$ cat src/design/adderPkg.sv
package adderPkg;

	////////////////////////////////////////
	// widths
	////////////////////////////////////////

	// operand width, must be a power of two
	localparam int defaultWidth = 32;

	////////////////////////////////////////
	// state machines
	////////////////////////////////////////

	// request side, one transaction in flight at a time
	typedef enum logic [1:0] {
		idle,
		busy,
		releasing
	} decodeState;

	// ack side of the four-phase handshake
	typedef enum logic {
		waiting,
		acked
	} resultState;

endpackage

$ cat src/design/prefixBus.sv
`timescale 1ns/10ps

interface prefixBus #(
	parameter int dataWidth = adderPkg::defaultWidth
);

	typedef logic [dataWidth-1:0] pgWord;

	// one-cycle pulse per transaction
	logic  valid;
	pgWord propagate;
	// bitwise or group generates, depending on the stage
	pgWord gen;
	logic  carryIn;

	modport source (
		output valid,
		output propagate,
		output gen,
		output carryIn
	);

	modport sink (
		input valid,
		input propagate,
		input gen,
		input carryIn
	);

endinterface

$ cat src/design/operandDecode.sv
`timescale 1ns/10ps

module operandDecode #(
	parameter int dataWidth = adderPkg::defaultWidth
) (
	input  logic                 clk,
	input  logic                 reset,
	input  logic                 req,
	input  logic [dataWidth-1:0] a,
	input  logic [dataWidth-1:0] b,
	input  logic                 carryIn,
	input  logic                 ack,
	prefixBus.source             decodeBus
);

	typedef logic [dataWidth-1:0] operandWord;

	adderPkg::decodeState state;
	operandWord           bitGen;

	////////////////////////////////////////
	// bitwise generate
	////////////////////////////////////////

	// carry-in folded into bit 0, so group generate i is the carry out of bit i
	always_comb begin
		bitGen    = a & b;
		bitGen[0] = (a[0] & b[0]) | ((a[0] ^ b[0]) & carryIn);
	end

	////////////////////////////////////////
	// request FSM
	////////////////////////////////////////

	always_ff @(posedge clk) begin
		if (reset) begin
			state           <= adderPkg::idle;
			decodeBus.valid <= 1'b0;
		end else begin
			decodeBus.valid <= 1'b0;
			case (state)
				adderPkg::idle: begin
					if (req) begin
						decodeBus.valid <= 1'b1;
						state           <= adderPkg::busy;
					end
				end
				adderPkg::busy: begin
					// result is out, wait for the requester to see it
					if (ack) begin
						state <= adderPkg::releasing;
					end
				end
				adderPkg::releasing: begin
					if (!ack) begin
						state <= adderPkg::idle;
					end
				end
				default: begin
					state <= adderPkg::idle;
				end
			endcase
		end
	end

	// operands are stable while req is high
	always_ff @(posedge clk) begin
		if (state == adderPkg::idle && req) begin
			decodeBus.propagate <= a ^ b;
			decodeBus.gen       <= bitGen;
			decodeBus.carryIn   <= carryIn;
		end
	end

	// a new request only starts once the previous ack has dropped
	validFromIdle: assert property (@(posedge clk) disable iff (reset)
		decodeBus.valid |-> $past(state == adderPkg::idle && req && !ack));

endmodule

$ cat src/design/prefixTree.sv
`timescale 1ns/10ps

module prefixTree #(
	parameter int dataWidth = adderPkg::defaultWidth
) (
	input  logic     clk,
	input  logic     reset,
	prefixBus.sink   decodeBus,
	prefixBus.source carryBus
);

	typedef logic [dataWidth-1:0] groupWord;

	// pair level plus sklansky levels over the odd positions
	localparam int levels = $clog2(dataWidth);

	// one extra generate level for the final even fill
	groupWord groupGen [levels+2];
	groupWord groupProp [levels+1];

	assign groupGen[0]  = decodeBus.gen;
	assign groupProp[0] = decodeBus.propagate;

	////////////////////////////////////////
	// odd positions
	////////////////////////////////////////

	for (genvar lvl = 1; lvl <= levels; lvl++) begin : gLevel
		if (lvl == 1) begin : gPairs
			// adjacent pairs, bit 1 is a gray cell since its group reaches bit 0
			always_comb begin
				groupGen[lvl]  = groupGen[lvl-1];
				groupProp[lvl] = groupProp[lvl-1];
				for (int i = 1; i < dataWidth; i += 2) begin
					groupGen[lvl][i] = groupGen[lvl-1][i]
						| (groupProp[lvl-1][i] & groupGen[lvl-1][i-1]);
					if (i > 1) begin
						groupProp[lvl][i] = groupProp[lvl-1][i] & groupProp[lvl-1][i-1];
					end
				end
			end
		end else begin : gSklansky
			// block size in pair units
			localparam int span = 1 << (lvl - 2);

			always_comb begin
				int pair;
				int low;
				groupGen[lvl]  = groupGen[lvl-1];
				groupProp[lvl] = groupProp[lvl-1];
				for (int i = 1; i < dataWidth; i += 2) begin
					pair = i >> 1;
					if ((pair & span) != 0) begin
						// top odd position of the lower block
						low = 2 * ((pair & ~(span - 1)) - 1) + 1;
						groupGen[lvl][i] = groupGen[lvl-1][i]
							| (groupProp[lvl-1][i] & groupGen[lvl-1][low]);
						// black cell only while the group stays clear of bit 0
						if (pair >= 2 * span) begin
							groupProp[lvl][i] = groupProp[lvl-1][i] & groupProp[lvl-1][low];
						end
					end
				end
			end
		end
	end

	////////////////////////////////////////
	// even positions, gray cells
	////////////////////////////////////////

	always_comb begin
		groupGen[levels+1] = groupGen[levels];
		for (int i = 2; i < dataWidth; i += 2) begin
			groupGen[levels+1][i] = groupGen[levels][i]
				| (groupProp[levels][i] & groupGen[levels][i-1]);
		end
	end

	////////////////////////////////////////
	// output register
	////////////////////////////////////////

	always_ff @(posedge clk) begin
		if (reset) begin
			carryBus.valid <= 1'b0;
		end else begin
			carryBus.valid <= decodeBus.valid;
		end
	end

	always_ff @(posedge clk) begin
		if (decodeBus.valid) begin
			carryBus.gen       <= groupGen[levels+1];
			carryBus.propagate <= decodeBus.propagate;
			carryBus.carryIn   <= decodeBus.carryIn;
		end
	end

	// each registered carry obeys the ripple recurrence on the decoded bits
	for (genvar i = 1; i < dataWidth; i++) begin : gRippleCheck
		carryFollowsDecode: assert property (@(posedge clk) disable iff (reset)
			decodeBus.valid |=> carryBus.valid
				&& carryBus.gen[i] == ($past(decodeBus.gen[i])
					| (carryBus.propagate[i] & carryBus.gen[i-1])));
	end

endmodule

$ cat src/design/sumResult.sv
`timescale 1ns/10ps

module sumResult #(
	parameter int dataWidth = adderPkg::defaultWidth
) (
	input  logic                 clk,
	input  logic                 reset,
	input  logic                 req,
	prefixBus.sink               carryBus,
	output logic                 ack,
	output logic [dataWidth-1:0] sum,
	output logic                 carryOut
);

	typedef logic [dataWidth-1:0] sumWord;

	adderPkg::resultState state;
	sumWord               carryInto;

	// carry into bit i is the group generate of bit i-1
	assign carryInto = {carryBus.gen[dataWidth-2:0], carryBus.carryIn};

	////////////////////////////////////////
	// ack control
	////////////////////////////////////////

	always_ff @(posedge clk) begin
		if (reset) begin
			state <= adderPkg::waiting;
		end else begin
			case (state)
				adderPkg::waiting: begin
					if (carryBus.valid) begin
						state <= adderPkg::acked;
					end
				end
				adderPkg::acked: begin
					// hold until the requester lets go
					if (!req) begin
						state <= adderPkg::waiting;
					end
				end
				default: begin
					state <= adderPkg::waiting;
				end
			endcase
		end
	end

	assign ack = (state == adderPkg::acked);

	// result register
	always_ff @(posedge clk) begin
		if (state == adderPkg::waiting && carryBus.valid) begin
			sum      <= carryBus.propagate ^ carryInto;
			carryOut <= carryBus.gen[dataWidth-1];
		end
	end

	sumHeldUnderAck: assert property (@(posedge clk) disable iff (reset)
		(ack && req) |=> ack && $stable(sum) && $stable(carryOut));

endmodule

$ cat src/design/prefixAdderTop.sv
`timescale 1ns/10ps

module prefixAdderTop #(
	parameter int dataWidth = adderPkg::defaultWidth
) (
	input  logic                 clk,
	input  logic                 reset,
	input  logic                 req,
	input  logic [dataWidth-1:0] a,
	input  logic [dataWidth-1:0] b,
	input  logic                 carryIn,
	output logic                 ack,
	output logic [dataWidth-1:0] sum,
	output logic                 carryOut
);

	prefixBus #(.dataWidth(dataWidth)) decodeBus ();
	prefixBus #(.dataWidth(dataWidth)) carryBus ();

	////////////////////////////////////////
	// decode, tree, result
	////////////////////////////////////////

	operandDecode #(.dataWidth(dataWidth)) decodeStage (
		.clk       (clk),
		.reset     (reset),
		.req       (req),
		.a         (a),
		.b         (b),
		.carryIn   (carryIn),
		.ack       (ack),
		.decodeBus (decodeBus)
	);

	prefixTree #(.dataWidth(dataWidth)) treeStage (
		.clk       (clk),
		.reset     (reset),
		.decodeBus (decodeBus),
		.carryBus  (carryBus)
	);

	sumResult #(.dataWidth(dataWidth)) resultStage (
		.clk      (clk),
		.reset    (reset),
		.req      (req),
		.carryBus (carryBus),
		.ack      (ack),
		.sum      (sum),
		.carryOut (carryOut)
	);

endmodule

$ cat config.mk
export PLATFORM = sky130hd
export DESIGN_NAME = prefixAdderTop
export DESIGN_NICKNAME = d
export VERILOG_FILES = /design/src/design/adderPkg.sv /design/src/design/prefixBus.sv /design/src/design/operandDecode.sv /design/src/design/prefixTree.sv /design/src/design/sumResult.sv /design/src/design/prefixAdderTop.sv
export SDC_FILE = /design/constraint.sdc
export NUM_CORES = 1
export LEC_CHECK = 0
export ABC_AREA = 1
export ABC_CLOCK_PERIOD_IN_PS = 4300
export BUFFER_PORTS_ARGS = -buffer_cell sky130_fd_sc_hd__buf_2
export CORE_MARGIN = 2
export CORE_UTILIZATION = 56
export CTS_CLUSTER_DIAMETER = 150
export DETAILED_ROUTE_END_ITERATION = 10
export GPL_TIMING_DRIVEN = 0
export PLACE_DENSITY = 0.84
export SYNTH_ARGS = -nofsm -noshare
export SYNTH_HDL_FRONTEND = slang
export SYNTH_HIERARCHICAL = 1
export SYNTH_SLANG_ARGS = --single-unit
$ cat constraint.sdc
create_clock -name clk -period 4.3 [get_ports clk]
set_input_delay 0.215 -clock clk [delete_from_list [all_inputs] [get_ports clk]]
set_output_delay 0.215 -clock clk [all_outputs]
set_load 0.03 [all_outputs]
==> results of run 1 <==
synthesized netlist by cell type:
master | count | area share, %
o21a_1 | 1 | 0.11
dfxtp_1 | 5 | 1.5
inv_1 | 38 | 2.2
clkinv_1 | 1 | 0.057
nor2_1 | 14 | 0.80
a21oi_4 | 1 | 0.25
ha_1 | 32 | 6.1
nand3_1 | 9 | 0.69
a31o_2 | 1 | 0.13
inv_2 | 2 | 0.11
a21oi_2 | 2 | 0.27
nand2_4 | 2 | 0.34
xor2_1 | 32 | 4.3
nand2_1 | 66 | 3.8
nand2_8 | 1 | 0.31
a21o_1 | 5 | 0.57
nor3_4 | 1 | 0.25
nor3_1 | 2 | 0.15
a21oi_1 | 15 | 1.1
nand2_2 | 19 | 1.8
edfxtp_1 | 163 | 75
a21o_2 | 4 | 0.53
power breakdown:
group / switching, W / total, W / internal (W)
clock: 0.000563 / 0.00165 / 0.00109
sequential: 0.0000595 / 0.00201 / 0.00195
combinational: 0.000166 / 0.000269 / 0.000102
total: 0.000788 / 0.00392 / 0.00314
layout by cell type, fill, tap and decap left out:
cell type / count
o21a_1: 1
ha_1: 32
nand2_1: 66
clkinvlp_4: 1
nand2_4: 2
dlygate4sd3_1: 2
nor3_4: 1
inv_2: 2
nor2_4: 1
buf_12: 2
buf_2: 101
a21o_2: 4
xor2_1: 32
nor2_1: 13
bufinv_16: 6
clkinv_2: 1
clkbuf_16: 17
a21o_1: 5
clkbuf_1: 6
nand3_1: 9
nand2_2: 19
inv_1: 38
a21oi_4: 1
a21oi_2: 2
a31o_2: 1
edfxtp_1: 163
dfxtp_1: 4
nor3_1: 2
clkinv_1: 2
dfxtp_2: 1
a21oi_1: 15
nand2_8: 1
layer usage:
metal	GRT usage, %	wire [um]	up-vias
li1	-	-	1708
met3	4.54	380	16
met5	0	0	-
met1	17.8	3720	1642
met4	8.29	213	0
met2	31.6	5510	90
cells by family (layout without fill, tap and decap cells):
logic type,count (synthesis),after routing,share of synthesized area (%)
xor+xnor,32,32,4.27
flops,168,168,76.1
compound gates,29,29,3.01
buf+inv,41,178,2.35
fa+ha+maj,32,32,6.10
simple gates,114,114,8.13
worst max-delay path, stage by stage, from the launching register on:
cell and delay, ns:
dfxtp_1 0.33, inv_1 0.10, nand2_1 0.09, nor2_4 0.72, buf_12 0.29
path summary, 6_finish.rpt:
check                                          start  cells after the start  slack [ns]                                  end
setup / recovery                decodeStage/state[0]                      4        2.45  decodeStage/decodeBus.propagate[15]
hold / removal                                   req                      3        0.08                      resultStage/ack
setup reg to reg                decodeStage/state[0]                      4        2.45  decodeStage/decodeBus.propagate[15]
hold reg to reg   decodeStage/decodeBus.propagate[0]                      0        0.43      treeStage/carryBus.propagate[0]
registers in the layout (all words and copies together) (netlist names), 2 cells and up:
name                             count
resultStage/sum                     32
decodeStage/state                    2
treeStage/carryBus.gen              32
decodeStage/decodeBus.gen           32
decodeStage/decodeBus.propagate     32
treeStage/carryBus.propagate        32
metrics by stage:
step | hold WS [ns] | setup slack (ns) | area (um^2) | TNS (ns) | utilization [%]
after global routing | 0.0628 | 2.31 | 7960 | 0 | 69.7
after global placement | 0.400 | -0.171 | 7240 | -10.78 | 63.4
after detailed placement | 0.406 | 2.45 | 7290 | 0 | 63.9
final | 0.0824 | 2.45 | 7960 | 0 | 69.7
after floorplan | 0.277 | 0.644 | 6560 | 0 | -
after CTS | 0.0686 | 2.44 | 7960 | 0 | 69.7
cell type report:
type	instances	area [um^2]	share of cell area [%]
multi-input combinational	207	1420	17.8
tap	143	179	2.25
timing repair buffer	105	566	7.11
clock buffer	23	448	5.63
sequential	168	5000	62.8
inverter	41	154	1.93
clock inverter	9	196	2.47
==> out/results.txt, run 1 <==
Area Overhead vs Synth - 21.3%
Max-Cap Viols - 0
Grt ovf - 0
Drt drc - 0
All-Layer GR Usage - 17.0%
Via/cell ratio - 4.97
TritonCTS clock tree - yes
Status - completed
Layout cells sized above 1 - 29.5%
Worst setup path category - reg2reg
WL/cell - 14.1 um
ANT nets after route - 0
PwrDens - 493 nW/um^2
H-tree depth - 4
Row cnt - 39
Tot Pwr - 0.00392 W
Slew Limit Headroom - 14.2%
Die height - 112 um
Final min period - 1.85 ns
HP Class - in2reg
Leakage - 3.27 nW
#FFs+latches synth - 168
Final std cells w/o fill - 696
Port Buf Inserts - 101
Total number of vias - 3456
Hold Buf Count CTS - 2
Synth cell types - 22
Largest net degree at the start of global routing - 35
CTS resizes - 0
Startpoint Class - register
DRT iter0 DRCs - 163
Synthesized area - 6560 um^2
Unrepaired setup endpoints after global routing - no
Slew @ Worst Pin - 1.29 ns
Syn Nets - 516
Final Setup Violations - 0
Sequential cell area fraction in the yosys report - 76.1%
Full die area - 12600 um^2
Root Buffer - clkbuf_16
Num CTS Buffers - 17
Synthesized instance count - 416
CP Max Fanout - 33
Worst EP required - 4.41 ns
Initial core utilization - 57.5%
Initial antenna violation count - 0
Global-route wire length before repair - 16.3 mm
Setup Skew - 0.0120 ns
Clk pin slew, worst setup/hold paths - 0.06 ns
Longest Clk Path Bufs - 2
Avg Inst Size Synth - 15.8 um^2
Slew Limit Fails - 0
# diodes - 0
Fin. Hold Viols - 0
Yosys warns - 6
Placer congestion estimate - 0.764
Critical Path Sink Type - register
Vias in the first global route - 3562
Worst vdd ir - 0.308 mV
Fillers - 744
Sink Count - 168
Final wirelength - 9.83 mm
Worst-Skew Late Latency - 0.41 ns
Arr. time, crit path - 1.96 ns
Post-DP HPWL - 6.84 mm
Inst Count DP - 662
DR pass1 iterations - 4
# IOs - 102
Peak Freq - 540 MHz
Fin crit share - 43.1%
Chip width - 112 um
Layout net count - 640
Postcts setup bufs - 0
Core area - 11400 um^2
No activity file was read; power rests on OpenSTA's default activity.
==> run 2, diff against run 1 <==
--- a/config.mk
+++ b/config.mk
@@ -5,8 +5,8 @@
 export SDC_FILE = /design/constraint.sdc
 export NUM_CORES = 1
 export LEC_CHECK = 0
-export ABC_AREA = 1
-export ABC_CLOCK_PERIOD_IN_PS = 4300
+export ABC_AREA = 0
+export ABC_CLOCK_PERIOD_IN_PS = 1900
 export BUFFER_PORTS_ARGS = -buffer_cell sky130_fd_sc_hd__buf_2
 export CORE_MARGIN = 2
 export CORE_UTILIZATION = 56
==> constraint.sdc (replaced) <==
create_clock -name clk -period 1.9 [get_ports clk]
set_input_delay 0.095 -clock clk [delete_from_list [all_inputs] [get_ports clk]]
set_output_delay 0.095 -clock clk [all_outputs]
set_load 0.03 [all_outputs]
==> run 2 against run 1 <==
Effect of this change:
- the run now ends with setup timing left
- non-clock buffer count grew 115
- fmax shrank 30%
- combinational power grew to 2.9 times the previous value
- clock power grew 86%
- worst setup slack lost 3.2 ns
- die area shrank 4.4%
- global-route usage grew 5.4 points
- sequential share of layout area shrank 5.6 points
- cell area grew 9.8%
- first-iteration DRC count grew 8.6%
- critical path depth grew 4
- synthesized cell count shrank 23%
==> out/results.txt, run 2 <==
Status - finished with violations
Failing checks - setup timing
Sink Count - 168
Top cells by area, synth - edfxtp_1, ha_1, xor2_1
Max-Cap Viols - 0
Arr. time, crit path - 2.91 ns
Slew Limit Headroom - 43.6%
Commonest cells after routing, fill and taps aside - edfxtp_1, buf_2, dlygate4sd3_1, ha_1, xor2_1
Fin crit share - 139%
Row cnt - 38
Main synth FF type - edfxtp_1
Ys async rst share - 0%
PwrDens - 959 nW/um^2
Synth cell types - 33
Inst Count DP - 562
CP Cell Sequence - buf_4 -> a21oi_1 -> o21ai_1 -> a221oi_4 -> a21oi_2 -> a2111o_1 -> a221o_1 -> o31a_1
Area Overhead vs Synth - 39.5%
Worst R2R End - treeStage/carryBus.gen[31]
Root Buffer - clkbuf_8
Num CTS Buffers - 17
WL/cell - 18.8 um
HP Class - in2reg
Final wirelength - 13.4 mm
Most numerous cell in the Yosys netlist - edfxtp_1
Worst setup path category - reg2reg
CP top delay family - compound AO/OA/AOI/OAI gates
Area occupied by multi-input gates - 1360 um^2
Most common cell after layout, fill and taps aside - edfxtp_1
Global-route wire length before repair - 19.1 mm
Largest net degree at the start of global routing - 67
Unrepaired setup endpoints after global routing - yes
Avg Inst Size Synth - 19.6 um^2
Grt ovf - 0
Full die area - 12000 um^2
Placer congestion estimate - 0.817
Synthesized instance count - 320
CP startpoint - decodeStage/decodeBus.propagate[13]
Stages on worst setup path - 8
Final Setup Violations - 17
Reg2reg start - decodeStage/decodeBus.propagate[13]
Total number of vias - 3805
# IOs - 102
R2r worst-path depth - 8
Final std cells w/o fill - 712
Critical Path Sink Type - register
Synthesized area - 6260 um^2
CP Buf/Inv Count - 1
Final Cell Area - 8740 um^2
Yosys warns - 6
Fin. Hold Viols - 0
Longest Clk Path Bufs - 2
Setup Skew - 0.0118 ns
Slew Limit Fails - 0
Fillers - 529
TritonCTS clock tree - yes
Vias in the first global route - 3899
Chip width - 110 um
Worst-Skew Late Latency - 0.53 ns
Slew @ Worst Pin - 0.844 ns
Syn Nets - 420
DP Worst Slack - -0.670 ns
Via/cell ratio - 5.34
CP Max Fanout - 3
Peak Freq - 379 MHz
Worst vdd ir - 0.734 mV
Initial antenna violation count - 0
Setup ws final - -0.741 ns
Post-DP HPWL - 6.43 mm
Die height - 110 um
Leakage - 3.45 nW
DRT iter0 DRCs - 177
Post-synth top area share - 78.2%
Layout net count - 659
EDFF count, synth - 163
Clk pin slew, worst setup/hold paths - 0.07 ns
Worst Setup EP - treeStage/carryBus.gen[31]
Worst stage delay on the critical path - 0.44 ns
Sequential cell area fraction in the yosys report - 79.8%
Initial core utilization - 57.5%
Worst EP required - 2.17 ns
Layout cells sized above 1 - 29.0%
All-Layer GR Usage - 22.5%
Placed inst area - 6990 um^2
Core area - 10900 um^2
Synth area leader - edfxtp_1
Port Buf Inserts - 101
#FFs+latches synth - 168
Startpoint Class - register
Final min period - 2.64 ns
Critical-path top delay cell - edfxtp_1
DR pass1 iterations - 4
Most instantiated cells after synthesis - edfxtp_1, ha_1, xor2_1, a21o_1, a21oi_1
Reg area - 5000 um^2
Drt drc - 0
Tot Pwr - 0.00838 W
R2R setup slack - -0.74 ns
ANT nets after route - 0
# diodes - 0
H-tree depth - 4
run 2: stage by stage:
step / setup TNS [ns] / util, % / hold WS [ns]
finish: -7.00 / 80.3 / 0.329
global route: -7.78 / 80.3 / 0.308
CTS: -3.91 / 79.1 / 0.287
detailed placement: -4.21 / 64.2 / 0.305
global placement: -20.29 / 64.0 / 0.303
floorplan: -1.29 / - / 0.160
run 2: area by class of cell:
class / instances / area share [%]
Tap cell: 140 / 2.00
Clock buffer: 18 / 4.78
Multi-Input combinational cell: 151 / 15.5
Timing Repair Buffer: 220 / 19.2
Inverter: 1 / 0.0430
Sequential cell: 168 / 57.2
Clock inverter: 14 / 1.25
run 2: metal layers:
layer  track usage, %  vias up  wire [um]
met2             40.7      155       7550
li1                 -     1739          -
met4             12.0        0        461
met5                0        -          0
met1             22.5     1873       4800
met3             7.77       38        596
run 2: repair_timing:
action / in CTS / in global routing
hold buffers: 100 / 0
setup endpoints to repair: 16 / 48
buffers inserted: 8 / 10
endpoints found under the hold margin: 70 / 0
resized for setup: 11 / 12
cloned: 0 / 0
pin swaps: 6 / 16
run 2: cell families (layout without fill, tap and decap cells):
family / count (synthesis) / in the layout / synth area share [%]
buf+inv: 1 / 253 / 0.0599
compound gates: 52 / 52 / 6.03
simple gates: 33 / 33 / 2.98
fa+ha+maj: 32 / 32 / 6.39
flops: 168 / 168 / 79.8
xor+xnor: 33 / 33 / 4.62
mux: 1 / 1 / 0.160
run 2: how the worst min path moves through the flow:
| stage | startpoint | to | slack [ns] | depth (start not counted) |
|---|---|---|---|---|
| finish | carryIn | decodeStage/decodeBus.carryIn | 0.33 | 2 |
| global route | carryIn | decodeStage/decodeBus.carryIn | 0.31 | 2 |
| CTS | carryIn | decodeStage/decodeBus.carryIn | 0.29 | 2 |
| detailed placement | carryIn | decodeStage/decodeBus.carryIn | 0.30 | 1 |
| global placement | carryIn | decodeStage/decodeBus.carryIn | 0.30 | 1 |
| floorplan | reset | decodeStage/state[0] | 0.16 | 1 |
run 2: report_power, final:
group	switching [W]	total, W	internal [W]
combinational	0.000358	0.000793	0.000435
clock	0.00136	0.00307	0.00172
sequential	0.000156	0.00451	0.00436
==> run 3, diff against run 2 <==
--- a/config.mk
+++ b/config.mk
@@ -6,14 +6,16 @@
 export NUM_CORES = 1
 export LEC_CHECK = 0
 export ABC_AREA = 0
-export ABC_CLOCK_PERIOD_IN_PS = 1900
+export ABC_CLOCK_PERIOD_IN_PS = 3100
 export BUFFER_PORTS_ARGS = -buffer_cell sky130_fd_sc_hd__buf_2
+export CELL_PAD_IN_SITES_DETAIL_PLACEMENT = 1
+export CELL_PAD_IN_SITES_GLOBAL_PLACEMENT = 1
 export CORE_MARGIN = 2
-export CORE_UTILIZATION = 56
+export CORE_UTILIZATION = 51
 export CTS_CLUSTER_DIAMETER = 150
 export DETAILED_ROUTE_END_ITERATION = 10
 export GPL_TIMING_DRIVEN = 0
-export PLACE_DENSITY = 0.84
+export PLACE_DENSITY = 0.89
 export SYNTH_ARGS = -nofsm -noshare
 export SYNTH_HDL_FRONTEND = slang
 export SYNTH_HIERARCHICAL = 1
==> constraint.sdc (replaced) <==
create_clock -name clk -period 3.1 [get_ports clk]
set_input_delay 0.155 -clock clk [delete_from_list [all_inputs] [get_ports clk]]
set_output_delay 0.155 -clock clk [all_outputs]
set_load 0.03 [all_outputs]
==> run 3 against run 2 <==
Effect of this change:
- the flow now finishes without violations
- clock power decreased by 34%
- fmax decreased by 6.4%
- routed wire length decreased by 14%
- combinational power decreased by 61%
- non-clock buffer count decreased by 113
- clock-buffer cell count increased by 5
- critical path depth decreased by 1
- cell count decreased by 15%
- clock skew decreased by 0.0054 ns
- largest power group unchanged
- highest routed layer unchanged
==> out/results.txt, run 3 (synthesis results as in run 2) <==
CP Max Fanout - 4
Worst Hold Path EP - decodeStage/decodeBus.propagate[2]
Layout net count - 546
Clk pin slew, worst setup/hold paths - 0.06 ns
Num CTS Buffers - 17
CP Cell Sequence - a21oi_1 -> o21ai_0 -> a221oi_1 -> a21oi_1 -> a2111o_1 -> a221o_1 -> o31a_1
# IOs - 102
Placed inst area - 7000 um^2
R2R setup slack - 0.28 ns
Final Setup Violations - 0
Via/cell ratio - 5.28
Fin crit share - 91.0%
Vias in the first global route - 3403
Worst setup path category - reg2reg
Arr. time, crit path - 2.99 ns
All-Layer GR Usage - 19.0%
Initial antenna violation count - 0
Reg area - 5000 um^2
Grt ovf - 0
Largest net degree at the start of global routing - 39
Slew Limit Fails - 0
Post-DP HPWL - 8.15 mm
Row cnt - 40
Final core occ - 63.4%
Unrepaired setup endpoints after global routing - no
Sink Count - 168
TNS Setup - 0 ns
Final wirelength - 11.5 mm
H-tree depth - 4
Status - completed
Area occupied by multi-input gates - 1270 um^2
Crit path top cell by count - a21oi_1
Final min period - 2.82 ns
Fillers - 1064
CTS resizes - 0
PwrDens - 668 nW/um^2
DRT iter0 DRCs - 96
Total number of vias - 3200
Initial core utilization - 52.1%
Port Buf Inserts - 101
Startpoint Class - register
Hold Buf Count CTS - 4
TritonCTS clock tree - yes
Longest Clk Path Bufs - 2
Cells on Worst Hold Path - 2
Global-route wire length before repair - 17.9 mm
Hold Slack - 0.0183 ns
Die height - 115 um
R2r worst-path depth - 7
Chip width - 115 um
HP Class - in2reg
# diodes - 0
ANT nets after route - 0
Full die area - 13200 um^2
Placer congestion estimate - 0.815
Setup Skew - 0.00635 ns
Slew Limit Headroom - 43.9%
Worst-Skew Late Latency - 0.42 ns
Worst vdd ir - 0.458 mV
DR pass1 iterations - 4
Critical-path top delay cell - a221oi_1
WL/cell - 19.0 um
Postcts setup bufs - 0
Root Buffer - clkbuf_16
Leakage - 2.98 nW
Final Cell Area - 7610 um^2
Worst EP required - 3.27 ns
Peak Freq - 354 MHz
Reg2reg start - decodeStage/decodeBus.propagate[9]
Area Overhead vs Synth - 21.5%
Worst R2R End - treeStage/carryBus.gen[31]
Most common cell after layout, fill and taps aside - edfxtp_1
Slew @ Worst Pin - 0.840 ns
Hold Crit Start - b[2]
Max-Cap Viols - 0
Layout cells sized above 1 - 30.1%
Core area - 12000 um^2
Worst stage delay on the critical path - 0.47 ns
Critical Path Sink Type - register
Drt drc - 0
Fin. Hold Viols - 0
Commonest cells after routing, fill and taps aside - edfxtp_1, buf_2, ha_1, xor2_1, a21o_1
-- run 3: changes by cell type in the layout (fill, tap and decap cells not counted), sizes merged --
cell | previous run | this run
clkbuf | 18 | 23
clkinv | 7 | 6
dlygate4sd3 | 100 | 4
clkinvlp | 5 | 1
buf | 120 | 103
bufinv | 1 | 2
inv | 2 | 1
-- run 3: worst max path at each step --
stage	startpoint	end	depth (start not counted)
4_1_cts	decodeStage/decodeBus.propagate[9]	treeStage/carryBus.gen[31]	7
3_5_place_dp	decodeStage/decodeBus.propagate[9]	treeStage/carryBus.gen[31]	7
5_1_grt	decodeStage/decodeBus.propagate[9]	treeStage/carryBus.gen[31]	7
2_1_floorplan	decodeStage/state[0]	decodeStage/decodeBus.carryIn	2
6_report	decodeStage/decodeBus.propagate[9]	treeStage/carryBus.gen[31]	7
3_3_place_gp	decodeStage/state[0]	decodeStage/decodeBus.gen[8]	2
-- run 3: cell type report --
cell class                      count  area share, %
Sequential cell                   168           65.7
Multi-Input combinational cell    151           16.7
Timing Repair Buffer              107           7.69
Clock buffer                       23           6.15
Tap cell                          147           2.42
Clock inverter                      9           1.33
Inverter                            1         0.0493
-- run 3: report_power, final --
part	switching [W]	total, W	internal [W]
clock	0.000800	0.00202	0.00122
sequential	0.0000822	0.00275	0.00267
combinational	0.000179	0.000308	0.000130
-- run 3: per-layer routing --
| metal | vias up | share of wire [%] | track usage, % |
|---|---|---|---|
| li1 | 1513 | - | - |
| met1 | 1586 | 38 | 20.5 |
| met2 | 84 | 56 | 35.0 |
| met3 | 17 | 3.4 | 4.43 |
| met4 | 0 | 2.2 | 9.32 |
| met5 | - | 0 | 0 |
-- run 3: through the flow --
stage	power, W	instances	setup WS [ns]
after global routing	0.00527	606	0.138
after CTS	0.00513	606	0.281
after global placement	0.00306	568	-0.0633
final	0.00508	606	0.278
after detailed placement	0.00311	570	0.352
after floorplan	0.00295	320	0.487
-- run 3: critical path: cells and delay by family, from the launching register on --
family,cells,cell delay [ns]
flip-flops,1,0.44
AO/OA/AOI/OAI,7,2.13
